## src/logic/etx_pkg.sv

```systemverilog
`default_nettype none

package etx_pkg;

   // Mesh transaction as it sits in a queue, MSB first
   typedef struct packed {
      logic        access;                 // Transaction valid marker
      logic        write;                  // 1 for write, 0 for read
      logic [1:0]  datamode;               // Transfer size code
      logic [3:0]  ctrlmode;               // Routing and special modes
      logic [31:0] dstaddr;                // Target address
      logic [31:0] data;                   // Write data or response data
      logic [31:0] srcaddr;                // Return address for reads
   } emesh_t;

   // Header beat, ctrl byte first on the line
   typedef struct packed {
      logic [3:0]  ctrlmode;               // Ctrl byte bits 7:4
      logic [1:0]  datamode;               // Ctrl byte bits 3:2
      logic        write;                  // Ctrl byte bit 1
      logic        pad;                    // Ctrl byte bit 0, always zero
      logic [23:0] rsvd;                   // Reserved, sent as zero
      logic [31:0] dstaddr;                // Destination address
   } beat_hdr_t;

   // Payload beat, second half of the packet
   typedef struct packed {
      logic [31:0] data;                   // Data word
      logic [31:0] srcaddr;                // Source address
   } beat_pay_t;

   // One 64-bit beat, read as header or payload depending on position
   typedef union packed {
      beat_hdr_t hdr;                      // First beat of a packet
      beat_pay_t pay;                      // Second beat of a packet
   } beat_u;

   // Frame words, frame stays high for both beats
   localparam logic [7:0] frame_hdr_c  = 8'hff; // With header beat
   localparam logic [7:0] frame_pay_c  = 8'hff; // With payload beat
   localparam logic [7:0] frame_idle_c = 8'h00; // Line idle

   // Queue sizing
   localparam int queue_depth_c = 16;      // Entries per queue, power of two
   localparam int prog_margin_c = 4;       // Free entries at which prog_full rises

endpackage

`default_nettype wire

```

## src/logic/etx_arbiter.sv

```systemverilog
`default_nettype none

module etx_arbiter (
   input  wire             tx_lclk_par,
   input  wire             arst_n,
   // Queue heads
   input  etx_pkg::emesh_t emwr_head,      // Write request head
   input  etx_pkg::emesh_t emrq_head,      // Read request head
   input  etx_pkg::emesh_t emrr_head,      // Read response head
   input  wire             emwr_empty,
   input  wire             emrq_empty,
   input  wire             emrr_empty,
   output logic            emwr_rd_en,     // One-cycle pops
   output logic            emrq_rd_en,
   output logic            emrr_rd_en,
   // Synchronized push-back from the far end
   input  wire             wr_wait,
   input  wire             rd_wait,
   // To the formatter
   output logic            tx_access,      // Holding register full
   output etx_pkg::emesh_t tx_trans,       // Held transaction
   input  wire             tx_ack          // Formatter took it
);
   import etx_pkg::*;

   emesh_t hold_q;                         // Holding register, payload only
   emesh_t next_trans;                     // Winner of this cycle
   logic   hold_vld;                       // Holding register occupied
   logic   rr_ok;
   logic   wr_ok;
   logic   rq_ok;
   logic   load;

   // Write class is responses and writes, read class is requests
   assign rr_ok = !emrr_empty && !wr_wait;
   assign wr_ok = !emwr_empty && !wr_wait;
   assign rq_ok = !emrq_empty && !rd_wait;

   // No reload while anything is held, so an ack edge leaves one idle cycle
   assign load = !hold_vld && (rr_ok || wr_ok || rq_ok);

   // Fixed priority, response over write over request
   assign emrr_rd_en = load && rr_ok;
   assign emwr_rd_en = load && wr_ok && !rr_ok;
   assign emrq_rd_en = load && rq_ok && !rr_ok && !wr_ok;

   always_comb
   begin
      if (rr_ok)
         next_trans = emrr_head;
      else if (wr_ok)
         next_trans = emwr_head;
      else
         next_trans = emrq_head;           // Only used when rq_ok
   end

   always_ff @(posedge tx_lclk_par or negedge arst_n)
   begin
      if (!arst_n)
         hold_vld <= 1'b0;
      else if (load)
         hold_vld <= 1'b1;                 // Pop and capture together
      else if (tx_ack)
         hold_vld <= 1'b0;                 // Transfer done
   end

   always_ff @(posedge tx_lclk_par)
   begin
      if (load)
         hold_q <= next_trans;
   end

   assign tx_access = hold_vld;
   assign tx_trans  = hold_q;

   // Only one queue is popped per cycle
   a_one_pop: assert property (@(posedge tx_lclk_par) disable iff (!arst_n)
      $onehot0({emwr_rd_en, emrq_rd_en, emrr_rd_en}));

   // Held word must not move until the formatter acknowledges it
   a_trans_stable: assert property (@(posedge tx_lclk_par) disable iff (!arst_n)
      tx_access && !tx_ack |=> $stable(tx_trans) && tx_access);

endmodule

`default_nettype wire

```

## config.mk

```make
export PLATFORM = sky130hd
export DESIGN_NAME = etx_arbiter
export DESIGN_NICKNAME = d
export VERILOG_FILES = /design/src/logic/etx_pkg.sv /design/src/logic/etx_arbiter.sv
export SDC_FILE = /design/constraint.sdc
export NUM_CORES = 1
export LEC_CHECK = 0
export BUFFER_PORTS_ARGS = -buffer_cell sky130_fd_sc_hd__buf_2
export CORE_AREA = 2 2 167 169
export DETAILED_ROUTE_END_ITERATION = 8
export DIE_AREA = 0 0 169 171
export PLACE_DENSITY = 0.57
export SKIP_CTS_REPAIR_TIMING = 1
export SYNTH_ARGS = -nofsm -noshare
export SYNTH_HDL_FRONTEND = slang
export SYNTH_SLANG_ARGS = --single-unit
```

## constraint.sdc

```tcl
create_clock -name tx_lclk_par -period 6 [get_ports tx_lclk_par]
set_clock_uncertainty 0.15 [all_clocks]
set_input_delay 0.3 -clock tx_lclk_par [delete_from_list [all_inputs] [get_ports tx_lclk_par]]
set_output_delay 0.3 -clock tx_lclk_par [all_outputs]
set_load 0.01 [all_outputs]
```

**Word-level counts from Yosys, hierarchy flattened**

Cells that the tools add are included.

- Flip-flop bits (word level): 105
- Bits of input ports: 320

- Mux-type cells: 4
- Reductions and logical operators: 21

Operators by type and width:

| cell | number |
|---|---|
| $mux 104 | 2 |
| $logic_and 1x1->1 | 10 |
| $logic_not 1->1 | 8 |
| $logic_or 1x1->1 | 2 |
| $mux 1 | 2 |
| $reduce_bool 2->1 | 1 |

**Depth between registers and ports, before layout**

Gate-level depths: netlist of the first run.

- Depth in word-level cells: 8
- Gate-level depth with buffers: 6

**Least setup slack after synthesis of the first run**

OpenSTA, ideal clock, no wires.

- Kind: input -> register
- Start: input port wr_wait
- End: register hold_q (netlist bit tx_trans[0]), enable pin
- Setup time: 631 ps
- Arrival time: 6497 ps
- Data required time: 5219 ps
- Path slack: -1278 ps
- Stages on the path: 4
- Path buffers: 2
- Cells stage by stage: or2_1 buf_2 buf_6 a31oi_1

- Longest elaborated chain between the ends: 5
- Elaborated cells between the ends (all ways): 6
- Those cells by class: 6 x reduce/logical

RTL lines:

| element | line | RTL |
|---|---|---|
| from (decl) | etx_arbiter.sv:17 | `input wire wr_wait,` |
| $logic_not 1->1 (*) | etx_arbiter.sv:35, etx_arbiter.sv:36 |  |
| $logic_and 1x1->1, on equally long branches | etx_arbiter.sv:35, etx_arbiter.sv:36 |  |
| $logic_or 1x1->1 (*) (2 in a row) | etx_arbiter.sv:40 | `assign load = !hold_vld && (rr_ok \|\| wr_ok \|\| rq_ok);` |
| $logic_and 1x1->1 (*) | etx_arbiter.sv:40 |  |
| named net load | etx_arbiter.sv:32 | `logic load;` |
| to (signal assigned) | etx_arbiter.sv:70 | `hold_q <= next_trans;` |
| to (decl) | etx_arbiter.sv:26 | `emesh_t hold_q;` |

The timed path passes the listed nets; every way through them passes the cells marked *.
A chain may end at the register's enable or synchronous reset.

==> results of run 1 <==
-- worst max-delay path: cells and delay by family --
family | cells | cell delay (ns)
compound gates | 1 | 0.10
buf+inv | 2 | 0.96
simple gates | 1 | 0.69
mux | 1 | 0.28
-- flip-flops by register name, summed over array words and instances (netlist names) --
| name | flops |
|---|---|
| tx_access | 1 |
| tx_trans | 104 |
-- power by group --
part | total, uW | internal, uW | switching, uW
Sequential | 962 | 935 | 26.7
Combinational | 448 | 198 | 250
Clock | 570 | 284 | 286
Total | 1980 | 1420 | 562
-- worst max-delay path by stage --
stage,startpoint,cells past startpoint,slack (ns),end
global placement,wr_wait,5,3.11,tx_trans[13]$_DFFE_PP_
floorplan,wr_wait,4,1.30,tx_trans[0]$_DFFE_PP_
finish,wr_wait,5,3.46,tx_trans[58]$_DFFE_PP_
global route,wr_wait,5,3.38,tx_trans[58]$_DFFE_PP_
CTS,wr_wait,5,3.46,tx_trans[41]$_DFFE_PP_
detailed placement,wr_wait,5,3.07,tx_trans[58]$_DFFE_PP_
-- placed cells by master (no fill, tap or decap), types with 2 or more instances in the layout --
cell type                   synthesis  final
sky130_fd_sc_hd__nor2_1           105    105
sky130_fd_sc_hd__clkbuf_16          0      9
sky130_fd_sc_hd__or2_4              0      2
sky130_fd_sc_hd__buf_2             26    427
sky130_fd_sc_hd__a21oi_1          104    104
sky130_fd_sc_hd__buf_4              0      5
sky130_fd_sc_hd__mux2i_1          104    104
sky130_fd_sc_hd__edfxtp_1         104    104
sky130_fd_sc_hd__inv_6              0      2
-- kinds of logic (layout without fill, tap and decap cells) --
kind of cell	count (synthesis)	count (layout)
muxes	104	104
AOI/OAI and AO/OA	106	106
and+or+nand+nor	111	111
DFF	105	105
buffers and inverters	37	450
-- per-layer routing --
| layer | up-vias | global-route usage | wire length (microns) |
|---|---|---|---|
| met1 | 2203 | 0.126 | 7040 |
| met2 | 248 | 0.205 | 9020 |
| li1 | 2503 | - | - |
| met4 | 0 | 0.0290 | 208 |
| met3 | 15 | 0.0414 | 1590 |
| met5 | - | 0 | 0 |
-- final cells by class --
type,count,area [sq um]
fillers,2894,19300
clock buffers,10,229
multi-input cells,321,2020
well taps,346,433
inverters,1,3.75
clock inverters,6,42.5
repair buffers,433,2180
flip-flops and latches,105,3150
-- per-stage QoR --
step / instance area, sq um / total power [uW] / hold WS (ns) / util
2_1_floorplan: 5360 / 1200 / -0.146 / -
3_3_place_gp: 7780 / 1430 / -0.0738 / 0.285
3_5_place_dp: 7780 / 1440 / -0.0740 / 0.285
4_1_cts: 8060 / 2020 / -0.470 / 0.295
5_1_grt: 8070 / 2090 / 0.0488 / 0.295
6_report: 8070 / 1980 / 0.0623 / 0.295
==> results.md, run 1 <==
| Result | Reported | Unit |
|:---|:---|:---|
| Clk slew on worst S/H paths | 0.08 | ns |
| Cell count after synthesis | 463 | - |
| Total vias in the final route | 4969 | - |
| Pre-CTS setup slack | 3.07 | ns |
| Number of nets in the layout | 1191 | - |
| Horiz. Die Dim | 169 | microns |
| Mean cell area of the mapped netlist | 11.6 | sq um |
| I/O pin total | 428 | - |
| Count of antenna-violating nets left after detailed routing | 0 | - |
| Routed wirelength normalized by instance count | 14.6 | microns |
| Max-cap violations | 0 | - |
| Post-synth top area share | 0.583 | - |
| Synthesis Warnings | 0 | - |
| Synthesized-area fraction occupied by ao, oa, aoi and oai cells | 0.0998 | - |
| Type of the worst setup path | in2reg | - |
| Aggregate global routing overflow | 0 | - |
| Routed wire length | 17.9 | mm |
| Nets in the synthesized netlist | 783 | - |
| P_leak | 0.00406 | uW |
| Worst vdd ir | 126 | uV |
| HP Start | tx_ack | - |
| Mux contribution to synthesized area | 0.194 | - |
| Number of hold-slack violations in the final timing report | 0 | - |
| Synth Area in Adders | 0 | - |
| Tightest Pin Transition | 1.01 | ns |
| Largest area contributor in the synthesized netlist | sky130_fd_sc_hd__edfxtp_1 | - |
| Cells traversed along the worst timing path | buf_2, or2_4, buf_4, mux2i_1, a21oi_1 | - |
| Deepest clock path buffer count | 2 | - |
| Drt initial violations | 174 | - |
| Antenna violations before repair | 0 | - |
| Outcome | completed | - |
| Number of remaining DRC errors | 0 | - |
| TritonCTS clock tree | yes | - |
| Flip-flop and latch count after synthesis | 105 | - |
| R2r startpoint | tx_access$_DFFE_PN0P_ | - |
| Count of clock tree sinks | 105 | - |
| Share of the yosys chip area belonging to registers | 0.588 | - |
| Final Setup Violations | 0 | - |
| Async set-or-reset flop fraction in the synthesized netlist | 0.00952 | - |
| Number of buffers created by CTS | 9 | - |
| Overall routing resource usage | 0.114 | - |
| CP startpoint kind | input port | - |
| Gpl congestion | 0.801 | - |
| H-tree Lvls | 3 | - |
| Number of detailed-route iterations in the first pass | 4 | - |
| Post-layout worst setup margin | 3.46 | ns |
| Largest net degree at the start of global routing | 89 | - |
| Minimum clock period | 2.54 | ns |
| Count of distinct cell types in the synthesized netlist | 16 | - |
| Ratio of cells with drive above 1 in the final layout | 0.514 | - |
| Port-buffer cells | 427 | - |
| Achievable clock frequency | 394 | MHz |
| Number of enable-type register cells in the synthesized netlist | 104 | - |
| Hold-critical path endpoint | tx_access$_DFFE_PN0P_ | - |
| Cell with the biggest individual delay on the critical path | sky130_fd_sc_hd__buf_4 | - |
| Placeable Area | 27300 | sq um |
| Xor and xnor area share after synthesis | 0 | - |
| Setup Total Neg Slack | 0 | ns |
| Die Ht | 171 | microns |
| Worst reg2reg path depth | 2 | - |
| Worst skew pair latency | 0.35 | ns |
| Kind of path behind the tightest hold check | in2reg | - |
| Capture point of the worst reg-to-reg path | tx_trans[29]$_DFFE_PP_ | - |
| WHS Path Cells | 3 | - |
| Share of the cycle needed by the critical path after routing | 0.423 | - |
| Number of antenna diodes | 0 | - |
| Cell types with the highest counts after synthesis | sky130_fd_sc_hd__nor2_1, sky130_fd_sc_hd__a21oi_1, sky130_fd_sc_hd__edfxtp_1, sky130_fd_sc_hd__mux2i_1, sky130_fd_sc_hd__buf_2 | - |
| Simple-Gate Fraction of Synth Area | 0.0802 | - |
| Top cells by area in the synthesized netlist | sky130_fd_sc_hd__edfxtp_1, sky130_fd_sc_hd__mux2i_1, sky130_fd_sc_hd__a21oi_1, sky130_fd_sc_hd__nor2_1, sky130_fd_sc_hd__buf_2 | - |
| Wire length of the first global-routing pass | 24.9 | mm |
| Most instantiated flip-flop cell in the synthesis netlist | sky130_fd_sc_hd__edfxtp_1 | - |
| Stage delay of the slowest cell on the critical path | 0.87 | ns |
| CP endpoint kind | flip-flop | - |
| Count of placed standard cells in the final layout, fillers left out | 1222 | - |
| Main combinational cell family by area after synthesis | multiplexers | - |
| Cell with the most instances after synthesis | sky130_fd_sc_hd__nor2_1 | - |
| Cell at the root of the clock tree | sky130_fd_sc_hd__clkbuf_16 | - |
| Max-slew violations | 0 | - |
| Cell Pwr Density | 245 | nW/um^2 |
| Hpwl dp | 13.8 | mm |
| DIE AREA | 28900 | sq um |
| Number of vias per cell after detailed routing | 4.07 | - |
| RSZ-0062 raised after global routing | false | - |
| Num rows | 61 | - |
| Cell total after placement | 1205 | - |
| Critical path arrival | 2.45 | ns |
| Area delta synth->final | 50.6 | % |
| Register-to-Register Setup Slack | 4.13 | ns |
| Largest fanout on the critical path | 56 | - |
| Number of global-route vias before repair | 4596 | - |
| Required time of the worst setup path | 5.91 | ns |
| Effective utilization at floorplan | 0.196 | - |
| Synth Cell Area | 5350 | sq um |
| Max-slew headroom | 0.325 | - |
No activity file was read; power rests on OpenSTA's default activity.
==> inputs of run 2 (changes only) <==
Settings changed: CORE_AREA 2 2 167 169 to 2 2 168 170, DIE_AREA 0 0 169 171 to 0 0 170 172, PLACE_DENSITY 0.57 to 0.55.
Clock period 6 ns to 2.4 ns, I/O delays scaled along.
==> run 2 against run 1 <==
Against the previous run:
- the run now ends with negative hold slack left
- global-route usage is essentially flat
- final cell count is 7.2% higher
- non-clock buffer count rose by 88
- clock power rose to 2.7 times the previous value
- via count up 8.8%
- critical path depth rose by 1
- combinational power increased to 2.9 times the previous value
- die area up 1.2%
- critical path type unchanged
- largest power group unchanged
- highest routed layer unchanged
==> results.md, run 2 (synthesis gave the netlist of run 1 again) <==
| Result | Reported | Unit | Delta |
|:---|:---|:---|:---|
| Routed wirelength normalized by instance count | 14.8 | microns | +1.3% |
| Gpl congestion | 0.777 | - | -2.9% |
| Register-to-Register Setup Slack | 0.79 | ns | -3.34 ns |
| Cells traversed along the worst timing path | buf_2, or2_4, buf_12, mux2i_1, a21oi_1, dlygate4sd3_1 | - |  |
| Required time of the worst setup path | 2.35 | ns | -3.56 ns |
| Num rows | 61 | - | unchanged |
| Most frequent cells in the layout | sky130_fd_sc_hd__buf_2, sky130_fd_sc_hd__nor2_1, sky130_fd_sc_hd__mux2i_1, sky130_fd_sc_hd__a21oi_1, sky130_fd_sc_hd__edfxtp_1 | - |  |
| Share of the cycle needed by the critical path after routing | 0.813 | - |  |
| Drt initial violations | 213 | - | +22% |
| Total vias in the final route | 5406 | - | +8.8% |
| Capture point of the worst reg-to-reg path | tx_trans[48]$_DFFE_PP_ | - |  |
| Number of detailed-route iterations in the first pass | 4 | - | unchanged |
| Worst vdd ir | 365 | uV | +190% |
| Power Total | 5210 | uW | +160% |
| Stage delay of the slowest cell on the critical path | 0.59 | ns | -0.28 ns |
| Routed wire length | 19.4 | mm | +8.6% |
| Violated checks | negative hold slack | - |  |
| Number of remaining DRC errors | 0 | - | unchanged |
| Critical path arrival | 1.90 | ns | -0.55 ns |
| Kind of path behind the tightest hold check | in2reg | - |  |
| Overall routing resource usage | 0.113 | - | -0.000440 |
| Number of nets in the layout | 1279 | - | +7.4% |
| TritonCTS clock tree | yes | - |  |
| Worst path depth | 6 | - | +1 |
| Achievable clock frequency | 512 | MHz |  |
| Clk slew on worst S/H paths | 0.08 | ns | about the same |
| Horiz. Die Dim | 170 | microns | +0.59% |
| Setup Total Neg Slack | 0 | ns | unchanged |
| Int Power | 3770 | uW | +170% |
| Final Core Density | 0.329 | - | +0.0338 |
| Aggregate global routing overflow | 0 | - | unchanged |
| Number of buffers created by CTS | 9 | - | unchanged |
| WHS Path Cells | 3 | - | unchanged |
| Max-cap violations | 0 | - | unchanged |
| Number of global-route vias before repair | 4639 | - | +0.94% |
| Outcome | finished, violations left | - |  |
| Bufs and invs on worst path | 3 | - | +1 |
| HP Start | emrr_head[66] | - |  |
| Wire length of the first global-routing pass | 25.1 | mm | +0.66% |
| Worst reg2reg path depth | 2 | - | unchanged |
| Number of hold-slack violations in the final timing report | 18 | - | +18 |
| Cell at the root of the clock tree | sky130_fd_sc_hd__clkbuf_16 | - |  |
| Port-buffer cells | 427 | - | unchanged |
| Layout Cell Area excl Fill | 9040 | sq um | +12% |
| CP endpoint kind | flip-flop | - |  |
| P_leak | 0.00447 | uW | +9.9% |
| Type of the worst setup path | in2reg | - |  |
| Area delta synth->final | 68.8 | % |  |
| Final Setup Violations | 0 | - | unchanged |
| R2r startpoint | tx_access$_DFFE_PN0P_ | - |  |
| Post-Route Hold Slack | -0.0326 | ns | -0.0949 ns |
| Largest fanout on the critical path | 49 | - | -13% |
| Cell with the biggest individual delay on the critical path | sky130_fd_sc_hd__dlygate4sd3_1 | - |  |
| Cell total after placement | 1207 | - | +0.17% |
| Sequential power share | 0.462 | - | -0.024 |
| Deepest clock path buffer count | 2 | - | unchanged |
| Switching power summed over all nets | 1440 | uW | +160% |
| Effective utilization at floorplan | 0.195 | - | -0.00109 |
| Flip-flop count of the largest register after layout | 104 | - | unchanged |
| Share of total power in the clock network | 0.292 | - | +0.004 |
| Cell family with the largest share of critical-path delay | buffers and inverters | - |  |
| Number of antenna diodes | 0 | - | unchanged |
| I/O pin total | 428 | - | unchanged |
| Leading cell type in the layout, fill and taps excluded | sky130_fd_sc_hd__buf_2 | - |  |
| H-tree Lvls | 3 | - | unchanged |
| Combinational cell fraction of total power | 0.246 | - | +0.020 |
| CP startpoint kind | input port | - |  |
| Hpwl dp | 14.2 | mm | +2.8% |
| Cell Pwr Density | 576 | nW/um^2 | +130% |
| Count of antenna-violating nets left after detailed routing | 0 | - | unchanged |
| Switching Fraction | 0.276 | - | -0.00818 |
| Minimum clock period | 1.95 | ns |  |
| Seq. cell area | 3150 | sq um | unchanged |
| Combined area of the multi-input logic cells | 2020 | sq um | unchanged |
| Largest net degree at the start of global routing | 109 | - | +22% |
| Count of placed standard cells in the final layout, fillers left out | 1310 | - | +7.2% |
| Fillers | 2778 | - | -4.0% |
| Worst skew pair latency | 0.34 | ns | about the same |
| Hold-critical path endpoint | tx_trans[66]$_DFFE_PP_ | - |  |
| Number of vias per cell after detailed routing | 4.13 | - | +1.5% |
| Antenna violations before repair | 0 | - | unchanged |
| Placeable Area | 27500 | sq um | +0.56% |
| Die Ht | 172 | microns | +0.58% |
| Tightest Pin Transition | 0.516 | ns | -0.496 ns |
| Count of clock tree sinks | 105 | - | unchanged |
| Ratio of cells with drive above 1 in the final layout | 0.469 | - | -0.0448 |
| RSZ-0062 raised after global routing | false | - |  |
| Max-slew violations | 0 | - | unchanged |
| DIE AREA | 29200 | sq um | +1.2% |
| DP Area | 7870 | sq um | +1.2% |
| Max-slew headroom | 0.656 | - | +0.331 |
==> run 2: cell types whose count changed in the layout (fill, tap and decap cells not counted) <==
cell / delta
sky130_fd_sc_hd__buf_12: +6
sky130_fd_sc_hd__buf_4: -4
sky130_fd_sc_hd__bufinv_16: +1
sky130_fd_sc_hd__clkbuf_1: +1
sky130_fd_sc_hd__clkinv_1: -1
sky130_fd_sc_hd__clkinv_2: -1
sky130_fd_sc_hd__clkinv_4: -1
sky130_fd_sc_hd__clkinvlp_4: +1
sky130_fd_sc_hd__dlygate4sd3_1: +86
==> run 2: power by group through the flow <==
stage               logic (uW)  clock network (uW)  registers, uW
floorplan                  417                   0           2580
global placement          1170                   0           2450
detailed placement        1170                   0           2450
CTS                       1180                1610           2410
global route              1390                1660           2430
finish                    1280                1520           2410
==> run 2: cell type report <==
class	count	area share
inverters	1	0.000415
flip-flops and latches	105	0.348
multi-input cells	321	0.224
clock inverters	5	0.00692
clock buffers	11	0.0257
repair buffers	521	0.347
well taps	346	0.0479
==> run 2: worst max-delay path by stage <==
stage	startpoint	endpoint	slack [ns]
after global routing	wr_wait	tx_trans[42]$_DFFE_PP_	0.38
after CTS	tx_access$_DFFE_PN0P_	tx_trans[38]$_DFFE_PP_	0.77
after floorplan	wr_wait	tx_trans[0]$_DFFE_PP_	-0.65
after detailed placement	wr_wait	tx_trans[48]$_DFFE_PP_	0.61
after global placement	wr_wait	tx_trans[48]$_DFFE_PP_	0.64
final	wr_wait	tx_trans[42]$_DFFE_PP_	0.45
==> run 2: worst reg2reg max path: cells and delay by family (launching register included) <==
kind,cells,cell delay [ns]
DFF,1,0.50
buffers and inverters,1,0.29
AOI/OAI and AO/OA,1,0.27
==> run 2: per-stage QoR <==
step	setup WS (ns)	hold slack, ns
after floorplan	-0.648	-0.326
after global placement	0.644	-0.254
after detailed placement	0.610	-0.253
after CTS	0.775	-0.639
after global routing	0.377	-0.00337
final	0.448	-0.0326
==> run 2: layer usage <==
layer	wire (microns)	track usage	vias up
li1	-	-	2677
met1	7480	0.127	2454
met2	10300	0.212	263
met3	1450	0.0309	12
met4	206	0.0271	0
met5	0	0	-
==> inputs of run 3 (changes only) <==
Clock period 2.4 ns to 1.85 ns, I/O delays scaled along.
==> run 3 against run 2 <==
Against the previous run:
- the flow still finishes with violations (negative hold slack)
- via count up 4.9%
- first-iteration DRC count up 30%
- clock power up 27%
- hold slack worse by 0.0022 ns
- routed wire length up 4.0%
- final cell count up 5.0%
- highest routed layer unchanged
==> results.md, run 3 (synthesis gave the netlist of run 1 again) <==
| Result | Reported | Unit | Delta |
|:---|:---|:---|:---|
| Num rows | 61 | - | unchanged |
| Share of the cycle needed by the critical path after routing | 0.971 | - |  |
| Number of global-route vias before repair | 4722 | - | +1.8% |
| P_leak | 0.00474 | uW | +6.2% |
| Critical path arrival | 1.74 | ns | -0.16 ns |
| Global routing met1 resource utilization | 0.128 | - | +0.000857 |
| Deepest clock path buffer count | 2 | - | unchanged |
| Antenna violations before repair | 0 | - | unchanged |
| Clk slew on worst S/H paths | 0.08 | ns | about the same |
| Outcome | finished, violations left | - |  |
| DIE AREA | 29200 | sq um | unchanged |
| Number of antenna diodes | 0 | - | unchanged |
| Aggregate global routing overflow | 0 | - | unchanged |
| Number of nets in the layout | 1345 | - | +5.2% |
| Violated checks | negative hold slack | - |  |
| Max-cap violations | 0 | - | unchanged |
| Count of placed standard cells in the final layout, fillers left out | 1375 | - | +5.0% |
| Number of hold-slack violations in the final timing report | 24 | - | +6 |
| Tightest Pin Transition | 0.442 | ns | -0.0737 ns |
| Largest fanout on the critical path | 29 | - | -41% |
| Total vias in the final route | 5670 | - | +4.9% |
| Placeable Area | 27500 | sq um | unchanged |
| Global routing usage on met3 | 0.0318 | - | +0.000916 |
| CP endpoint kind | flip-flop | - |  |
| Die Ht | 172 | microns | unchanged |
| CP startpoint kind | input port | - |  |
| Count of antenna-violating nets left after detailed routing | 0 | - | unchanged |
| Area delta synth->final | 81.0 | % |  |
| Routed wirelength normalized by instance count | 14.7 | microns | -0.91% |
| Share of total power in the clock network | 0.280 | - | -0.012 |
| Stage delay of the slowest cell on the critical path | 0.56 | ns | -0.03 ns |
| Final Setup Violations | 0 | - | unchanged |
| RSZ-0062 raised after global routing | false | - |  |
| Effective utilization at floorplan | 0.195 | - | unchanged |
| Int Power | 5020 | uW | +33% |
| Switching Fraction | 0.271 | - | -0.00459 |
| Type of the worst setup path | in2reg | - |  |
| Ratio of cells with drive above 1 in the final layout | 0.448 | - | -0.0209 |
| Count of clock tree sinks | 105 | - | unchanged |
| Hpwl dp | 14.7 | mm | +3.3% |
| Combinational cell fraction of total power | 0.266 | - | +0.020 |
| Leading cell type in the layout, fill and taps excluded | sky130_fd_sc_hd__buf_2 | - |  |
| Worst skew pair latency | 0.34 | ns | about the same |
| Overall routing resource usage | 0.115 | - | +0.00153 |
| Cells traversed along the worst timing path | buf_2, or2_4, buf_12, buf_12, mux2i_1, a21oi_1, dlygate4sd3_1 | - |  |
| Flip-flop count of the largest register after layout | 104 | - | unchanged |
| Max-slew violations | 0 | - | unchanged |
| Achievable clock frequency | 557 | MHz |  |
| Max-slew headroom | 0.705 | - | +0.0491 |
| Worst vdd ir | 413 | uV | +13% |
| Sequential power share | 0.453 | - | -0.009 |
| Largest net degree at the start of global routing | 105 | - | -3.7% |
| Minimum clock period | 1.80 | ns |  |
| Met2 usage | 0.215 | - | +0.00319 |
| Horiz. Die Dim | 170 | microns | unchanged |
| Layout Cell Area excl Fill | 9690 | sq um | +7.2% |
| H-tree Lvls | 3 | - | unchanged |
| Number of remaining DRC errors | 0 | - | unchanged |
| Routed wire length | 20.2 | mm | +4.0% |
| I/O pin total | 428 | - | unchanged |
| TritonCTS clock tree | yes | - |  |
| DP Area | 7970 | sq um | +1.3% |
| Wire length of the first global-routing pass | 25.5 | mm | +1.8% |
| Port-buffer cells | 427 | - | unchanged |
| Number of vias per cell after detailed routing | 4.12 | - | about the same |
| Drt initial violations | 277 | - | +30% |
| Gr busiest metal | met2 | - |  |
| Cell Pwr Density | 711 | nW/um^2 | +23% |
| Post-Route Hold Slack | -0.0348 | ns | -0.00219 ns |
| Kind of path behind the tightest hold check | in2reg | - |  |
| Cell total after placement | 1217 | - | +0.83% |
| Required time of the worst setup path | 1.79 | ns | -0.56 ns |
| Number of buffers created by CTS | 9 | - | unchanged |
| Cell with the biggest individual delay on the critical path | sky130_fd_sc_hd__dlygate4sd3_1 | - |  |
| Number of detailed-route iterations in the first pass | 5 | - | +1 |
| Critical Path Most Common Cell | sky130_fd_sc_hd__buf_12 | - |  |
| Power Total | 6890 | uW | +32% |
| Cell at the root of the clock tree | sky130_fd_sc_hd__clkbuf_16 | - |  |
| Most frequent cells in the layout | sky130_fd_sc_hd__buf_2, sky130_fd_sc_hd__dlygate4sd3_1, sky130_fd_sc_hd__nor2_1 | - |  |
| Gpl congestion | 0.804 | - | +3.4% |
| Switching power summed over all nets | 1870 | uW | +30% |
run 3: final cells by class:
| type | instances | area (sq um) |
|---|---|---|
| fillers | 2738 | 17800 |
| repair buffers | 587 | 3800 |
| flip-flops and latches | 105 | 3150 |
| multi-input cells | 321 | 2020 |
| well taps | 346 | 433 |
| clock buffers | 11 | 233 |
| clock inverters | 4 | 55.1 |
| inverters | 1 | 3.75 |
run 3: through the flow:
stage	setup TNS [ns]	setup slack, ns	hold slack (ns)	utilization
global placement	0	0.266	-0.282	0.290
global route	0	0.0309	-0.000796	0.353
detailed placement	0	0.240	-0.281	0.290
finish	0	0.0538	-0.0348	0.353
CTS	0	0.266	-0.664	0.301
floorplan	-122.65	-1.17	-0.353	-
run 3: routing by layer:
| metal | vias up | share of wire |
|---|---|---|
| met4 | 0 | 0.016 |
| met5 | - | 0 |
| met2 | 255 | 0.52 |
| met1 | 2592 | 0.39 |
| met3 | 17 | 0.065 |
| li1 | 2806 | - |
run 3: power by group through the flow:
stage | logic, uW | clock network, uW | registers [uW]
6_report | 1840 | 1930 | 3120
5_1_grt | 1980 | 2120 | 3150
4_1_cts | 1550 | 2030 | 3130
3_5_place_dp | 1550 | 0 | 3180
3_3_place_gp | 1550 | 0 | 3170
2_1_floorplan | 542 | 0 | 3350
run 3: worst paths after layout:
kind	from	end	slack (ns)	cells past startpoint
setup / recovery	wr_wait	tx_trans[69]$_DFFE_PP_	0.05	7
hold / removal	emwr_head[21]	tx_trans[21]$_DFFE_PP_	-0.03	3
setup reg to reg	tx_access$_DFFE_PN0P_	tx_trans[53]$_DFFE_PP_	0.28	2
hold reg to reg	tx_access$_DFFE_PN0P_	tx_access$_DFFE_PN0P_	0.53	1
max in group asynchronous	arst_n	tx_access$_DFFE_PN0P_	1.01	3
min in group asynchronous	arst_n	tx_access$_DFFE_PN0P_	0.43	3
run 3: worst max-delay path: cells and delay by family:
kind	cells	cell delay, ns
compound gates	1	0.09
buf+inv	4	1.03
mux	1	0.19
simple gates	1	0.29
